## config.mk

```make
export PLATFORM = sky130hd
export DESIGN_NAME = ppu_top
export DESIGN_NICKNAME = d
export VERILOG_FILES = /design/src/ppu_pkg.sv /design/src/ppu_cfg_if.sv /design/src/ppu_regs.sv /design/src/lcd_timing.sv /design/src/bg_fetcher.sv /design/src/ppu_top.sv
export SDC_FILE = /design/constraint.sdc
export NUM_CORES = 1
export LEC_CHECK = 0
export BUFFER_PORTS_ARGS = -buffer_cell sky130_fd_sc_hd__clkbuf_2
export CAP_MARGIN = 10
export CORE_MARGIN = 8
export CORE_UTILIZATION = 45
export CTS_CLUSTER_DIAMETER = 30
export DETAILED_ROUTE_END_ITERATION = 10
export HOLD_SLACK_MARGIN = 0.1
export PLACE_DENSITY_LB_ADDON = 0.15
export SYNTH_ARGS = -nofsm -noshare
export SYNTH_HDL_FRONTEND = slang
export SYNTH_SLANG_ARGS = --single-unit
```

## constraint.sdc

```tcl
create_clock -name clk_reg -period 5.97 [get_ports clk_reg]
set_input_delay 1.791 -clock clk_reg [delete_from_list [all_inputs] [get_ports clk_reg]]
set_output_delay 1.791 -clock clk_reg [all_outputs]
set_load 0.01 [all_outputs]
```

## src/ppu_pkg.sv

```systemverilog
// --------------------
// shared types, register map, LCD modes, fetch phases
// and dot/line timing constants of the background PPU
// --------------------

package ppu_pkg;

	// --------------------
	// data types
	// --------------------

	// cpu bus and vram data byte
	typedef logic [7:0] byte_t;

	// 8 KB vram byte address
	typedef logic [12:0] vram_addr_t;

	// dmg grey level, 0 is lightest
	typedef logic [1:0] shade_t;

	// stat mode field, values as seen by the cpu
	typedef enum logic [1:0] {
		MODE_HBLANK   = 2'd0,
		MODE_VBLANK   = 2'd1,
		MODE_OAM      = 2'd2,
		MODE_TRANSFER = 2'd3
	} lcd_mode_e;

	// register offsets inside the 0xff00 page
	typedef enum logic [7:0] {
		REG_LCDC = 8'h40,
		REG_STAT = 8'h41,
		REG_SCY  = 8'h42,
		REG_SCX  = 8'h43,
		REG_LY   = 8'h44,
		REG_LYC  = 8'h45,
		REG_BGP  = 8'h47
	} reg_addr_e;

	// phases of one 8-dot tile slot, two dots each
	typedef enum logic [1:0] {
		FETCH_MAP,
		FETCH_DATA0,
		FETCH_DATA1,
		FETCH_LOAD
	} fetch_step_e;

	// --------------------
	// timing constants
	// --------------------

	localparam logic [8:0] H_LAST       = 9'd455;
	localparam logic [8:0] V_LAST       = 9'd153;
	localparam logic [8:0] V_VISIBLE    = 9'd144;
	localparam logic [8:0] OAM_LEN      = 9'd80;
	// first hblank dot, mode 3 has a fixed length
	localparam logic [8:0] TRANSFER_END = 9'd252;
	localparam logic [8:0] PIX_START    = 9'd88;
	localparam logic [8:0] PIX_COUNT    = 9'd160;
	// 20 visible tiles plus one prefetch
	localparam logic [8:0] TILE_SLOTS   = 9'd21;

	// background tile maps, selected by lcdc bit 3
	localparam vram_addr_t MAP_BASE_0 = 13'h1800;
	localparam vram_addr_t MAP_BASE_1 = 13'h1C00;

	localparam logic [8:0] BGP_RESET = 9'h0FC;

endpackage

```

## src/ppu_cfg_if.sv

```systemverilog
// --------------------
// register settings and timing status shared by regs, timing and fetcher
// --------------------

interface ppu_cfg_if;
	import ppu_pkg::*;

	// lcdc fields
	logic      lcd_on;
	logic      bg_map_sel;
	logic      tile_data_sel;
	logic      bg_enable;

	// scroll, compare and palette
	byte_t     scy;
	byte_t     scx;
	byte_t     lyc;
	byte_t     bgp;

	// stat bits 6:3, msb is the ly=lyc source
	logic [3:0] stat_int_en;

	// status from the timing generator
	byte_t     ly;
	lcd_mode_e mode;
	logic      lyc_match;
	logic      line_start;
	logic      transfer;

	modport regs (
		output lcd_on, bg_map_sel, tile_data_sel, bg_enable,
		output scy, scx, lyc, bgp, stat_int_en,
		input  ly, mode, lyc_match
	);

	modport timing (
		input  lcd_on, lyc, stat_int_en,
		output ly, mode, lyc_match, line_start, transfer
	);

	modport fetch (
		input  lcd_on, bg_map_sel, tile_data_sel, bg_enable,
		input  scy, scx, bgp,
		input  ly, line_start, transfer
	);

endinterface

```

## src/ppu_regs.sv

```systemverilog
// --------------------
// cpu register block: lcdc, stat, scy, scx, ly, lyc, bgp
// writes on the select strobe, read-back mux is combinational
// --------------------

module ppu_regs (
	input  logic           clk_reg,
	input  logic           reset,

	// cpu bus
	input  logic           cpu_sel_reg,
	input  logic           cpu_wr,
	input  ppu_pkg::byte_t cpu_addr,
	input  ppu_pkg::byte_t cpu_di,
	output ppu_pkg::byte_t cpu_do,

	ppu_cfg_if.regs        cfg
);
	import ppu_pkg::*;

	// full lcdc byte kept for read-back, only 4 bits are used
	byte_t      lcdc;
	// stat bits 6:3, the rest of stat is status
	logic [3:0] stat_en;
	byte_t      scy;
	byte_t      scx;
	byte_t      lyc;
	byte_t      bgp;

	logic       wr_en;
	reg_addr_e  wr_reg;

	assign wr_en  = cpu_sel_reg && cpu_wr;
	assign wr_reg = reg_addr_e'(cpu_addr);

	// --------------------
	// register writes
	// --------------------

	always_ff @(posedge clk_reg) begin
		if (reset) begin
			// lcd starts switched off
			lcdc    <= 8'h00;
			stat_en <= 4'h0;
			scy     <= 8'h00;
			scx     <= 8'h00;
			lyc     <= 8'h00;
			bgp     <= BGP_RESET[7:0];
		end else if (wr_en) begin
			case (wr_reg)
				REG_LCDC: lcdc <= cpu_di;
				REG_STAT: stat_en <= cpu_di[6:3];
				REG_SCY:  scy <= cpu_di;
				REG_SCX:  scx <= cpu_di;
				// ly is read only, a write does nothing
				REG_LY:   lcdc <= lcdc;
				REG_LYC:  lyc <= cpu_di;
				REG_BGP:  bgp <= cpu_di;
				default:  lcdc <= lcdc;
			endcase
		end
	end

	// --------------------
	// read-back
	// --------------------

	always_comb begin
		case (reg_addr_e'(cpu_addr))
			REG_LCDC: cpu_do = lcdc;
			// bit 7 always reads as one
			REG_STAT: cpu_do = {1'b1, stat_en, cfg.lyc_match, cfg.mode};
			REG_SCY:  cpu_do = scy;
			REG_SCX:  cpu_do = scx;
			REG_LY:   cpu_do = cfg.ly;
			REG_LYC:  cpu_do = lyc;
			REG_BGP:  cpu_do = bgp;
			// open bus on anything unmapped
			default:  cpu_do = 8'hFF;
		endcase
	end

	// --------------------
	// settings to timing and fetcher
	// --------------------

	// lcdc bit 7: display on
	assign cfg.lcd_on        = lcdc[7];
	// lcdc bit 3: bg map at 0x1c00 when set
	assign cfg.bg_map_sel    = lcdc[3];
	// lcdc bit 4: unsigned tile numbers from 0x0000 when set
	assign cfg.tile_data_sel = lcdc[4];
	// lcdc bit 0: bg off gives shade 0
	assign cfg.bg_enable     = lcdc[0];

	assign cfg.scy         = scy;
	assign cfg.scx         = scx;
	assign cfg.lyc         = lyc;
	assign cfg.bgp         = bgp;
	assign cfg.stat_int_en = stat_en;

endmodule

```

## src/lcd_timing.sv

```systemverilog
// --------------------
// dot and line counters, lcd mode, ly=lyc compare and stat irq
// --------------------

module lcd_timing (
	input  logic      clk_reg,
	input  logic      reset,
	output logic      irq,
	ppu_cfg_if.timing cfg
);
	import ppu_pkg::*;

	// dot inside line, 0..455
	logic [8:0] h_cnt;
	// line inside frame, 0..153
	byte_t      v_cnt;
	logic       visible;
	logic       lyc_match;
	lcd_mode_e  mode_c;
	logic       irq_set;

	// --------------------
	// counters
	// --------------------

	// held at 0 while the display is off
	always_ff @(posedge clk_reg) begin
		if (reset || !cfg.lcd_on) begin
			h_cnt <= 9'd0;
			v_cnt <= 8'd0;
		end else if (h_cnt == H_LAST) begin
			h_cnt <= 9'd0;
			if (v_cnt == V_LAST[7:0])
				v_cnt <= 8'd0;
			else
				v_cnt <= v_cnt + 8'd1;
		end else begin
			h_cnt <= h_cnt + 9'd1;
		end
	end

	assign visible   = v_cnt < V_VISIBLE[7:0];
	assign lyc_match = v_cnt == cfg.lyc;

	// mode 2 -> 3 -> 0 on visible lines, mode 1 below them
	always_comb begin
		if (!cfg.lcd_on)
			mode_c = MODE_HBLANK;
		else if (!visible)
			mode_c = MODE_VBLANK;
		else if (h_cnt < OAM_LEN)
			mode_c = MODE_OAM;
		else if (h_cnt < TRANSFER_END)
			mode_c = MODE_TRANSFER;
		else
			mode_c = MODE_HBLANK;
	end

	assign cfg.ly        = v_cnt;
	assign cfg.mode      = mode_c;
	assign cfg.lyc_match = lyc_match;
	// last oam dot, fetcher latches its scroll values here
	assign cfg.line_start = cfg.lcd_on && visible && (h_cnt == OAM_LEN - 9'd1);
	assign cfg.transfer   = cfg.lcd_on && visible &&
		(h_cnt >= OAM_LEN) && (h_cnt < TRANSFER_END);

	// --------------------
	// stat interrupt
	// --------------------

	// en[3] lyc, en[2] oam, en[1] vblank, en[0] hblank
	always_comb begin
		irq_set = 1'b0;
		if (cfg.lcd_on) begin
			if (cfg.stat_int_en[3] && (h_cnt == 9'd1) && lyc_match)
				irq_set = 1'b1;
			if (cfg.stat_int_en[2] && (h_cnt == 9'd0) && visible)
				irq_set = 1'b1;
			// end of last visible line
			if (cfg.stat_int_en[1] && (h_cnt == H_LAST) &&
					(v_cnt == V_VISIBLE[7:0] - 8'd1))
				irq_set = 1'b1;
			if (cfg.stat_int_en[0] && (h_cnt == TRANSFER_END) && visible)
				irq_set = 1'b1;
		end
	end

	// one cycle pulse, a cycle after the condition
	always_ff @(posedge clk_reg) begin
		if (reset)
			irq <= 1'b0;
		else
			irq <= irq_set;
	end

endmodule

```

## src/bg_fetcher.sv

```systemverilog
// --------------------
// background tile fetch from vram, pixel shifters and bgp lookup
// --------------------

module bg_fetcher (
	input  logic                clk_reg,
	input  logic                reset,
	ppu_cfg_if.fetch            cfg,

	// vram read port, data one cycle after the strobe
	output logic                vram_rd,
	output ppu_pkg::vram_addr_t vram_addr,
	input  ppu_pkg::byte_t      vram_data,

	// lcd pixel stream
	output logic                lcd_clkena,
	output ppu_pkg::shade_t     lcd_data
);
	import ppu_pkg::*;

	// scroll values frozen for the line
	byte_t       scy_r;
	logic [4:0]  scx_tile;

	// slot sequencer
	logic [4:0]  slot;
	fetch_step_e step;
	logic        half;
	logic        fetch_active;

	logic [7:0]  row;
	logic [4:0]  map_col;
	vram_addr_t  map_base;
	logic        tile_a12;

	byte_t       tile_num;
	byte_t       tile_d0;
	byte_t       tile_d1;
	byte_t       shift0;
	byte_t       shift1;

	logic        pix_start;
	logic        pix_on;
	byte_t       pix_cnt;
	logic [1:0]  color_idx;

	// --------------------
	// slot sequencer
	// --------------------

	assign fetch_active = cfg.transfer && ({4'd0, slot} < TILE_SLOTS);

	// step moves on every second dot, slot after the load phase
	always_ff @(posedge clk_reg) begin
		if (reset || cfg.line_start) begin
			slot <= 5'd0;
			step <= FETCH_MAP;
			half <= 1'b0;
		end else if (fetch_active) begin
			half <= ~half;
			if (half) begin
				case (step)
					FETCH_MAP:   step <= FETCH_DATA0;
					FETCH_DATA0: step <= FETCH_DATA1;
					FETCH_DATA1: step <= FETCH_LOAD;
					FETCH_LOAD: begin
						step <= FETCH_MAP;
						slot <= slot + 5'd1;
					end
				endcase
			end
		end
	end

	always_ff @(posedge clk_reg) begin
		if (cfg.line_start) begin
			scy_r    <= cfg.scy;
			// fine scroll bits are not used
			scx_tile <= cfg.scx[7:3];
		end
	end

	// --------------------
	// vram addressing
	// --------------------

	assign row      = cfg.ly + scy_r;
	// map column wraps inside the 32 tile row
	assign map_col  = scx_tile + slot;
	assign map_base = cfg.bg_map_sel ? MAP_BASE_1 : MAP_BASE_0;
	// signed tile numbers around 0x1000 when lcdc bit 4 is clear
	assign tile_a12 = !cfg.tile_data_sel && !tile_num[7];

	// strobe on the first dot of each read phase
	always_comb begin
		vram_rd   = 1'b0;
		vram_addr = map_base + vram_addr_t'({row[7:3], map_col});
		if (fetch_active && !half) begin
			case (step)
				FETCH_MAP:   vram_rd = 1'b1;
				FETCH_DATA0: begin
					vram_rd   = 1'b1;
					vram_addr = {tile_a12, tile_num, row[2:0], 1'b0};
				end
				FETCH_DATA1: begin
					vram_rd   = 1'b1;
					vram_addr = {tile_a12, tile_num, row[2:0], 1'b1};
				end
				default:     vram_rd = 1'b0;
			endcase
		end
	end

	// read data arrives on the second dot of the phase
	always_ff @(posedge clk_reg) begin
		if (fetch_active && half) begin
			case (step)
				FETCH_MAP:   tile_num <= vram_data;
				FETCH_DATA0: tile_d0 <= vram_data;
				FETCH_DATA1: tile_d1 <= vram_data;
				default:     tile_num <= tile_num;
			endcase
		end
	end

	// --------------------
	// pixel output
	// --------------------

	// load at the end of the slot, shift msb first otherwise
	always_ff @(posedge clk_reg) begin
		if (fetch_active && half && (step == FETCH_LOAD)) begin
			shift0 <= tile_d0;
			shift1 <= tile_d1;
		end else begin
			shift0 <= {shift0[6:0], 1'b0};
			shift1 <= {shift1[6:0], 1'b0};
		end
	end

	// slot 0 load coincides with the dot before PIX_START
	assign pix_start = fetch_active &&
		({slot, step, half} == 8'(PIX_START - OAM_LEN - 9'd1));

	// fixed 160 pixel window per line
	always_ff @(posedge clk_reg) begin
		if (reset || !cfg.lcd_on) begin
			pix_on  <= 1'b0;
			pix_cnt <= 8'd0;
		end else if (pix_start) begin
			pix_on  <= 1'b1;
			pix_cnt <= 8'd0;
		end else if (pix_on) begin
			if (pix_cnt == 8'(PIX_COUNT - 9'd1))
				pix_on <= 1'b0;
			pix_cnt <= pix_cnt + 8'd1;
		end
	end

	assign color_idx  = {shift1[7], shift0[7]};
	assign lcd_clkena = pix_on;
	// bgp holds four 2-bit shades indexed by colour
	assign lcd_data   = cfg.bg_enable ? cfg.bgp[{color_idx, 1'b0} +: 2] : 2'b00;

endmodule

```

## src/ppu_top.sv

```systemverilog
// --------------------
// background ppu top: register block, lcd timing, bg fetcher
// --------------------

module ppu_top (
	input  logic                clk_reg,
	input  logic                reset,

	// cpu register bus
	input  logic                cpu_sel_reg,
	input  logic                cpu_wr,
	input  ppu_pkg::byte_t      cpu_addr,
	input  ppu_pkg::byte_t      cpu_di,
	output ppu_pkg::byte_t      cpu_do,

	// lcd side
	output logic                lcd_on,
	output logic                lcd_clkena,
	output ppu_pkg::shade_t     lcd_data,
	output logic                irq,
	output ppu_pkg::lcd_mode_e  mode,

	// external vram
	output logic                vram_rd,
	output ppu_pkg::vram_addr_t vram_addr,
	input  ppu_pkg::byte_t      vram_data
);

	// settings and status between the three blocks
	ppu_cfg_if cfg ();

	ppu_regs u_regs (
		.clk_reg     (clk_reg),
		.reset       (reset),
		.cpu_sel_reg (cpu_sel_reg),
		.cpu_wr      (cpu_wr),
		.cpu_addr    (cpu_addr),
		.cpu_di      (cpu_di),
		.cpu_do      (cpu_do),
		.cfg         (cfg)
	);

	lcd_timing u_timing (
		.clk_reg (clk_reg),
		.reset   (reset),
		.irq     (irq),
		.cfg     (cfg)
	);

	bg_fetcher u_fetcher (
		.clk_reg    (clk_reg),
		.reset      (reset),
		.cfg        (cfg),
		.vram_rd    (vram_rd),
		.vram_addr  (vram_addr),
		.vram_data  (vram_data),
		.lcd_clkena (lcd_clkena),
		.lcd_data   (lcd_data)
	);

	// status also goes out to the lcd and vram arbiter
	assign lcd_on = cfg.lcd_on;
	assign mode   = cfg.mode;

endmodule

```

# ---- After elaboration in Yosys (flattened, before gate mapping)
# Cells that the tools add are included.
dict set report word_totals {
  input_bits 28
  word_cells 121
  register_bits 132
}
dict set report classes {
  shifts 1
  n_addsub 7
  n_eq_ne 19
  reduce_logical 42
  n_lt_le_gt_ge 5
  n_bitwise 2
  n_mux 22
}
# op count
set ops {}
lappend ops {{== test 8 x 7 -> 1 bit, second input constant} 7}
lappend ops {{one-hot mux 8 bit (7 select lines)} 1}
lappend ops {{one-hot mux 13 bit (2 select lines)} 1}
lappend ops {{== test 8 bit, second input constant} 3}
lappend ops {{2-to-1 mux 8 bit} 3}
lappend ops {{AND reduction 2 bit} 10}
lappend ops {{logical AND 1 bit} 19}
lappend ops {{adder 8 x 1 -> 8 bit, second input constant} 2}
lappend ops {{adder 13 x 10 -> 13 bit} 1}
lappend ops {{2-to-1 mux 13 bit} 1}
lappend ops {{2-to-1 mux 11 bit} 1}
lappend ops {{2-to-1 mux 2 bit} 5}
lappend ops {{adder 9 x 1 -> 9 bit, second input constant} 1}
lappend ops {{== test 9 x 1 -> 1 bit, second input constant} 1}
lappend ops {{== test 9 x 7 -> 1 bit, second input constant} 1}
lappend ops {{== test 9 x 8 -> 1 bit, second input constant} 1}
lappend ops {{== test 9 bit, second input constant} 1}
lappend ops {{greater-or-equal comparator 9 x 7 -> 1 bit, second input constant} 1}
lappend ops {{zero test 9 bit} 1}
lappend ops {{less-than comparator 9 x 7 -> 1 bit, second input constant} 1}
lappend ops {{less-than comparator 9 x 8 -> 1 bit, second input constant} 1}
lappend ops {{2-to-1 mux 1 bit} 9}
lappend ops {{adder 8 bit} 1}
lappend ops {{== test 8 x 3 -> 1 bit, second input constant} 1}
lappend ops {{16 further kinds} 24}

# ---- Depth between registers and ports, before layout
# Gate-level depths: netlist (run 1).
dict set report logic_depth {
  depth_word 8
  ltp_mapped 8
}

# ---- Hierarchy
# Synthesis (run 1) repeated with hierarchy kept, for this count alone.
dict set report hier_totals {
  hier_cells 615
  area_unflattened_um2 6399.9
}
# module cells_per_inst area_per_inst_um2 instances seq_area_each_um2
set by_module_without_submodules {}
lappend by_module_without_submodules {bg_fetcher 249 3095.5 1 1771.7}
lappend by_module_without_submodules {ppu_regs 233 2199.6 1 880.8}
lappend by_module_without_submodules {lcd_timing 133 1104.8 1 360.3}

# ---- Worst setup path before layout (run 1)
# No wires, ideal clock.
dict set report synth_path {
  path_kind {input-to-output}
  start {input cpu_addr[2]}
  end {output cpu_do[4]}
  path_buffers 3
  arrival_time_ps 3464
  slack_ps 715
  stages 5
  path_cell_list {clkbuf_1 clkbuf_1 clkbuf_1 mux4_2 a211o_1}
}
dict set report synth_via {
  elab_chain_len 2
  elab_cells_between_ends 8
  cone_classes {7 x eq/ne; 1 x mux}
}
# element line_no
set synth_rtl {}
lappend synth_rtl {{from (decl)} ppu_top.sv:12} ;# input ppu_pkg::byte_t cpu_addr,
lappend synth_rtl {{== test 8 x 7 -> 1 bit} ppu_regs.sv:69} ;# case (reg_addr_e'(cpu_addr))
lappend synth_rtl {{one-hot mux 8 bit (7 select lines) *} ppu_regs.sv:69}
lappend synth_rtl {{to (decl)} ppu_top.sv:14} ;# output ppu_pkg::byte_t cpu_do,
# Every way passes the cells marked *; elsewhere a longest branch is shown, timed or not.

# ---- Final worst setup path (run 1)
dict set report layout_path {
  start {input cpu_addr[3]}
  end {output cpu_do[7]}
}
# Same word-level chain as after synthesis.

==> results of run 1 <==
## through the flow
stage,hold WS [ns],power (µW),setup WS [ns]
4_1_cts,0.462,1950,0.739
2_1_floorplan,0.424,966,0.715
3_3_place_gp,0.442,989,0.836
6_report,0.455,1940,0.741
5_1_grt,0.476,2000,0.628
3_5_place_dp,0.443,990,0.745
## kinds of logic after synthesis
group / synth area share [%]
muxes: 12.0
xor gates and xnor gates: 5.35
adders and majority gates: 5.33
AOI/OAI and AO/OA: 8.68
DFF: 47.2
buffers and inverters: 3.12
and+or+nand+nor: 18.4
## sequential cells by signal, indices dropped and copies added (netlist names), 8 cells and up
signal / flops
u_regs.cfg.lyc: 8
u_timing.cfg.ly: 8
u_fetcher.shift1: 8
u_fetcher.tile_num: 8
u_regs.cfg.bgp: 8
u_timing.h_cnt: 9
u_fetcher.pix_cnt: 8
u_regs.cfg.scy: 8
u_regs.lcdc: 8
u_fetcher.tile_d0: 8
u_fetcher.scy_r: 8
u_fetcher.shift0: 8
u_fetcher.tile_d1: 8
u_regs.cfg.scx: 8
## synthesized netlist by cell type, types with 3 or more instances
cell type,n,area share (%)
buf_1,4,0.24
or4_1,5,0.59
or2_2,3,0.29
buf_6,3,0.53
mux4_2,4,1.4
nand4_1,9,0.88
nand2b_1,3,0.29
xor2_1,22,3.0
clkbuf_1,21,1.2
o211ai_1,3,0.35
nand3_1,17,1.3
mux2i_1,46,7.2
nor4_4,4,1.3
mux2_2,19,3.4
nor3_1,11,0.86
nor2b_1,13,1.3
xnor2_1,17,2.3
nor2_1,94,5.5
or3_1,4,0.39
inv_1,13,0.76
edfxtp_1,37,17
nand2_1,43,2.5
o21a_1,4,0.47
a211oi_1,3,0.35
a211o_1,8,1.1
a21oi_1,15,1.2
o31ai_1,3,0.35
a31oi_1,3,0.29
o21ai_0,16,1.3
nor4_1,7,0.69
dfxtp_1,95,30
buf_2,3,0.24
nor3b_1,3,0.35
a21o_1,4,0.47
and2_1,6,0.59
ha_1,24,4.7
and3_1,7,0.69
## per-layer routing
metal,global-route usage [%],part of all wire (%),vias up
met5,0,0,-
met2,29.1,48,105
met1,23.6,46,2300
li1,-,-,2325
met4,6.60,1.5,0
met3,5.24,4.8,20
## final timing paths
| check | slack [ns] | end | cells past startpoint |
|---|---|---|---|
| min reg2reg | 0.45 | u_fetcher.shift1[1] | 1 |
| max reg2reg | 3.53 | u_fetcher.tile_d1[6] | 5 |
| min | 0.45 | u_fetcher.shift1[1] | 1 |
| max | 0.74 | cpu_do[7] | 6 |
## layout make-up
cell class              count  share of cell area, %
clock buffers              19                   6.18
clock inverters            13                   1.33
inverters                  13                  0.664
multi-input cells         447                   43.2
flip-flops and latches    132                   41.0
well taps                 180                   3.07
repair buffers             63                   4.53
## worst register-to-register path: stages (launching register included)
cell and delay, ns:
dfxtp_1 0.47, o31ai_4 0.40, nand2_2 0.20, nor4_1 0.36, buf_4 0.24, and2_1 0.42
## report_power, final
| part | internal (µW) | switching (µW) |
|---|---|---|
| Sequential | 918 | 0.232 |
| Combinational | 15.9 | 36.6 |
| Clock | 559 | 405 |
| Total | 1490 | 442 |
==> results.cfg, run 1 <==
[routing]
wire_per_inst_um = 18.8
drc = 0
ant_nets = 0
totalWireLength_um = 16300
routed_via_density = 5.48
drtIter0Drc = 381
num_vias = 4750
dr.pass1.iters = 5

[die]
rows = 43
dieWidth_um = 135
die_h_um = 135
io_pins = 57
initial_core_util_pct = 46.0
die_area_um2 = 18300
coreArea_um2 = 13900

[finish]
final_cell_area_um2 = 7350
nets = 728
n_antenna_cell = 0
mostFrequentLayoutCell = dfxtp_1
fillers = 1268
drive_gt1_share_pct = 19.1
final_cell_mix = dfxtp_1 (95), nor2_1 (94), clkbuf_2 (56)
area_growth_syn_to_layout_pct = 15.0
multi_input_comb_area_um2 = 3170
finalNonFillerCells = 867
seqCellArea_um2 = 3010
post-route-util_pct = 52.9

[synthesis]
syn_avg_cell_area_um2 = 10.2
synth_edf_count = 37
syn_area_um2 = 6390
ys_seq_area_share_pct = 47.2
yosys_warnings = 0
synth_cell_type_count = 58
netlist_instances = 624
synth_async_sr_flop_share_pct = 0
synth_seq_cells = 132
syn-num-nets = 678
ys.flop_type = dfxtp_1

[sta]
min_period_ns = 5.23
rsz0062_at_grt = no
finClkSkew_ns = 0.00869
fin_crit_sh_pct = 87.6
tightest_slew_ns = 0.957
setup_violations = 0
tns_ns = 0
relSlewSlack_pct = 36.2
slew_viol_final = 0
timing.fmax_ghz = 0.191
hold_violations = 0

[clocking]
htree_num_levels = 4
root_buffer = clkbuf_16
cts_buffers = 17
cts_resized = 0
post-cts-setup-buffers = 0
clkTransAtPathRegs_ns = 0.06
cts_hold_buf = 0
cts_buffer_depth = 2
numClockSinks = 132
clkLatencyLatePin_ns = 0.42
cts_tree = built

[hold_path]
hold_path.startpoint = u_fetcher.shift1[0]
min_path_type = register to register

[setup_path]
crit_slowest_cell = or4_1
critPathBufInv = 3
cp.required_ns = 4.18
end_kind = primary output
r2r_start = u_timing.cfg.ly[4]
path_class = primary input to primary output
crit_chain = clkbuf_2 > nor4_1 > nand2_1 > buf_4 > or4_1 > clkbuf_2
startpoint = cpu_addr[3]
startpoint_type = primary input
critPathTopFamily = simple AND/OR/NAND/NOR gates
path_max_fanout = 8
worst_path_largest_cell_delay_ns = 0.53
worstPathArrival_ns = 3.44
crit_top_cell = clkbuf_2

[pwr]
p_leak_uw = 0.00270
ir_drop_mv = 0.219
powerDensity_nw_per_um2 = 263

[global_route]
grt.total_usage_pct = 18.4
grt_pass1_vias = 4722
grt_pass1_wl_um = 25900
antenna_found_initial = 0
overflow = 0
grt_max_degree = 48

[place]
place_area_um2 = 6790
gp_congestion = 0.915
dpl.hpwl_um = 12100
port_buffers = 56
placedCellCount = 835

[flow_run]
maxCapViolations = 0

[status]
status = complete, no violations
No activity file was read; power rests on OpenSTA's default activity.
==> inputs of run 2 (changes only) <==
--- a/config.mk
+++ b/config.mk
@@ -8,7 +8,7 @@
 export BUFFER_PORTS_ARGS = -buffer_cell sky130_fd_sc_hd__clkbuf_2
 export CAP_MARGIN = 10
 export CORE_MARGIN = 8
-export CORE_UTILIZATION = 45
+export CORE_UTILIZATION = 60
 export CTS_CLUSTER_DIAMETER = 30
 export DETAILED_ROUTE_END_ITERATION = 10
 export HOLD_SLACK_MARGIN = 0.1
==> constraint.sdc (replaced) <==
create_clock -name clk_reg -period 5.1 [get_ports clk_reg]
set_input_delay 0.255 -clock clk_reg [delete_from_list [all_inputs] [get_ports clk_reg]]
set_output_delay 0.255 -clock clk_reg [all_outputs]
set_load 0.01 [all_outputs]
==> run 2 against run 1 <==
  * Critical path depth unchanged
  * Clock power increased by 20%
  * Clock-buffer cell count up 5
  * Die area decreased by 22%
  * First-iteration DRC count up 5.0%
  * Wire length down 3.5%
  * Largest cell class unchanged
==> results.cfg, run 2 (synthesized netlist as in run 1, its figures left out) <==
[status]
status = complete, no violations

[sta]
fin_crit_sh_pct = 64.2
relSlewSlack_pct = 36.2
rsz0062_at_grt = no
finClkSkew_ns = 0.00914
setup_violations = 0
timing.fmax_ghz = 0.306
tightest_slew_ns = 0.957
tns_ns = 0
hold_violations = 0
min_period_ns = 3.27
setup_slack_ns = 1.83
slew_viol_final = 0

[finish]
post-route-util_pct = 72.0
area_growth_syn_to_layout_pct = 16.4
mostFrequentLayoutCell = dfxtp_1
fillers = 751
final_cell_mix = dfxtp_1 (95), nor2_1 (94), clkbuf_2 (56)
finalNonFillerCells = 834
seqCellArea_um2 = 3010
largest_register_ffs = 9
drive_gt1_share_pct = 17.9
n_antenna_cell = 0
nets = 739
multi_input_comb_area_um2 = 3170
largest-register = u_timing.h_cnt

[die]
rows = 37
io_pins = 57
initial_core_util_pct = 61.9
die_area_um2 = 14200
dieWidth_um = 119
die_h_um = 119
coreArea_um2 = 10300

[place]
placedCellCount = 786
gp_congestion = 0.885
dpl.hpwl_um = 11200
port_buffers = 56
pre_cts_ws_ns = 2.36

[clocking]
numClockSinks = 132
clkTransAtPathRegs_ns = 0.06
cts_buffer_depth = 2
cts_resized = 0
cts_hold_buf = 15
clkLatencyLatePin_ns = 0.52
cts_buffers = 17
post-cts-setup-buffers = 0
cts_tree = built
root_buffer = clkbuf_8
htree_num_levels = 4

[setup_path]
startpoint_type = register
end_kind = primary output
path_max_fanout = 22
worstPathArrival_ns = 3.02
cp.required_ns = 4.85
path_class = register to primary output

[global_route]
grt_pass1_wl_um = 25300
grt.total_usage_pct = 22.5
overflow = 0
grt_pass1_vias = 4888
grt_max_degree = 48
antenna_found_initial = 0

[routing]
ant_nets = 0
dr.pass1.iters = 5
routed_via_density = 5.82
totalWireLength_um = 15700
drc = 0
wire_per_inst_um = 18.8
drtIter0Drc = 400
num_vias = 4854

[pwr]
p_leak_uw = 0.00276
p_total_uw = 2300
powerDensity_nw_per_um2 = 310
ir_drop_mv = 0.243

[flow_run]
maxCapViolations = 0

[hold_path]
min_path_type = primary input to register
-- run 2: metrics by stage --
stage	cell area (µm²)	hold WS [ns]
6_report	7430	0.146
2_1_floorplan	6390	0.354
4_1_cts	7420	0.106
3_5_place_dp	6700	0.448
3_3_place_gp	6700	0.443
5_1_grt	7430	0.106
-- run 2: layout make-up --
cell class / instances / area share, %
Clock inverter: 8 / 0.926
Multi-Input combinational cell: 447 / 42.7
Timing Repair Buffer: 74 / 6.10
Inverter: 13 / 0.657
Clock buffer: 24 / 6.77
Tap cell: 136 / 2.29
Sequential cell: 132 / 40.5
-- run 2: final timing paths --
path / end / slack (ns) / startpoint / depth (start not counted)
worst min-delay path: u_regs.cfg.bgp[6] / 0.15 / cpu_di[6] / 2
worst max-delay path: vram_addr[3] / 1.83 / u_fetcher.step[0] / 6
worst min register to register: u_fetcher.shift1[2] / 0.46 / u_fetcher.shift1[1] / 1
worst max register to register: u_fetcher.slot[3] / 2.77 / u_timing.cfg.ly[4] / 5
-- run 2: report_power, final --
part	total [µW]	switching, µW	internal (µW)
combinational	68.3	43.4	24.9
sequential	1080	0.263	1080
clock	1160	432	726
-- run 2: routing by layer --
| layer | track usage (%) | up-vias | wire length (µm) |
|---|---|---|---|
| met1 | 27.8 | 2309 | 6870 |
| met4 | 9.33 | 0 | 337 |
| met3 | 6.19 | 29 | 990 |
| met2 | 36.5 | 172 | 7510 |
| met5 | 0 | - | 0 |
| li1 | - | 2344 | - |
-- run 2: critical path: stages (launching register included) --
cell and delay [ns]:
dfxtp_1 0.45, inv_1 0.13, ha_1 0.31, nor2b_1 0.13
nand4_1 0.62, o41ai_1 0.64, clkbuf_2 0.21
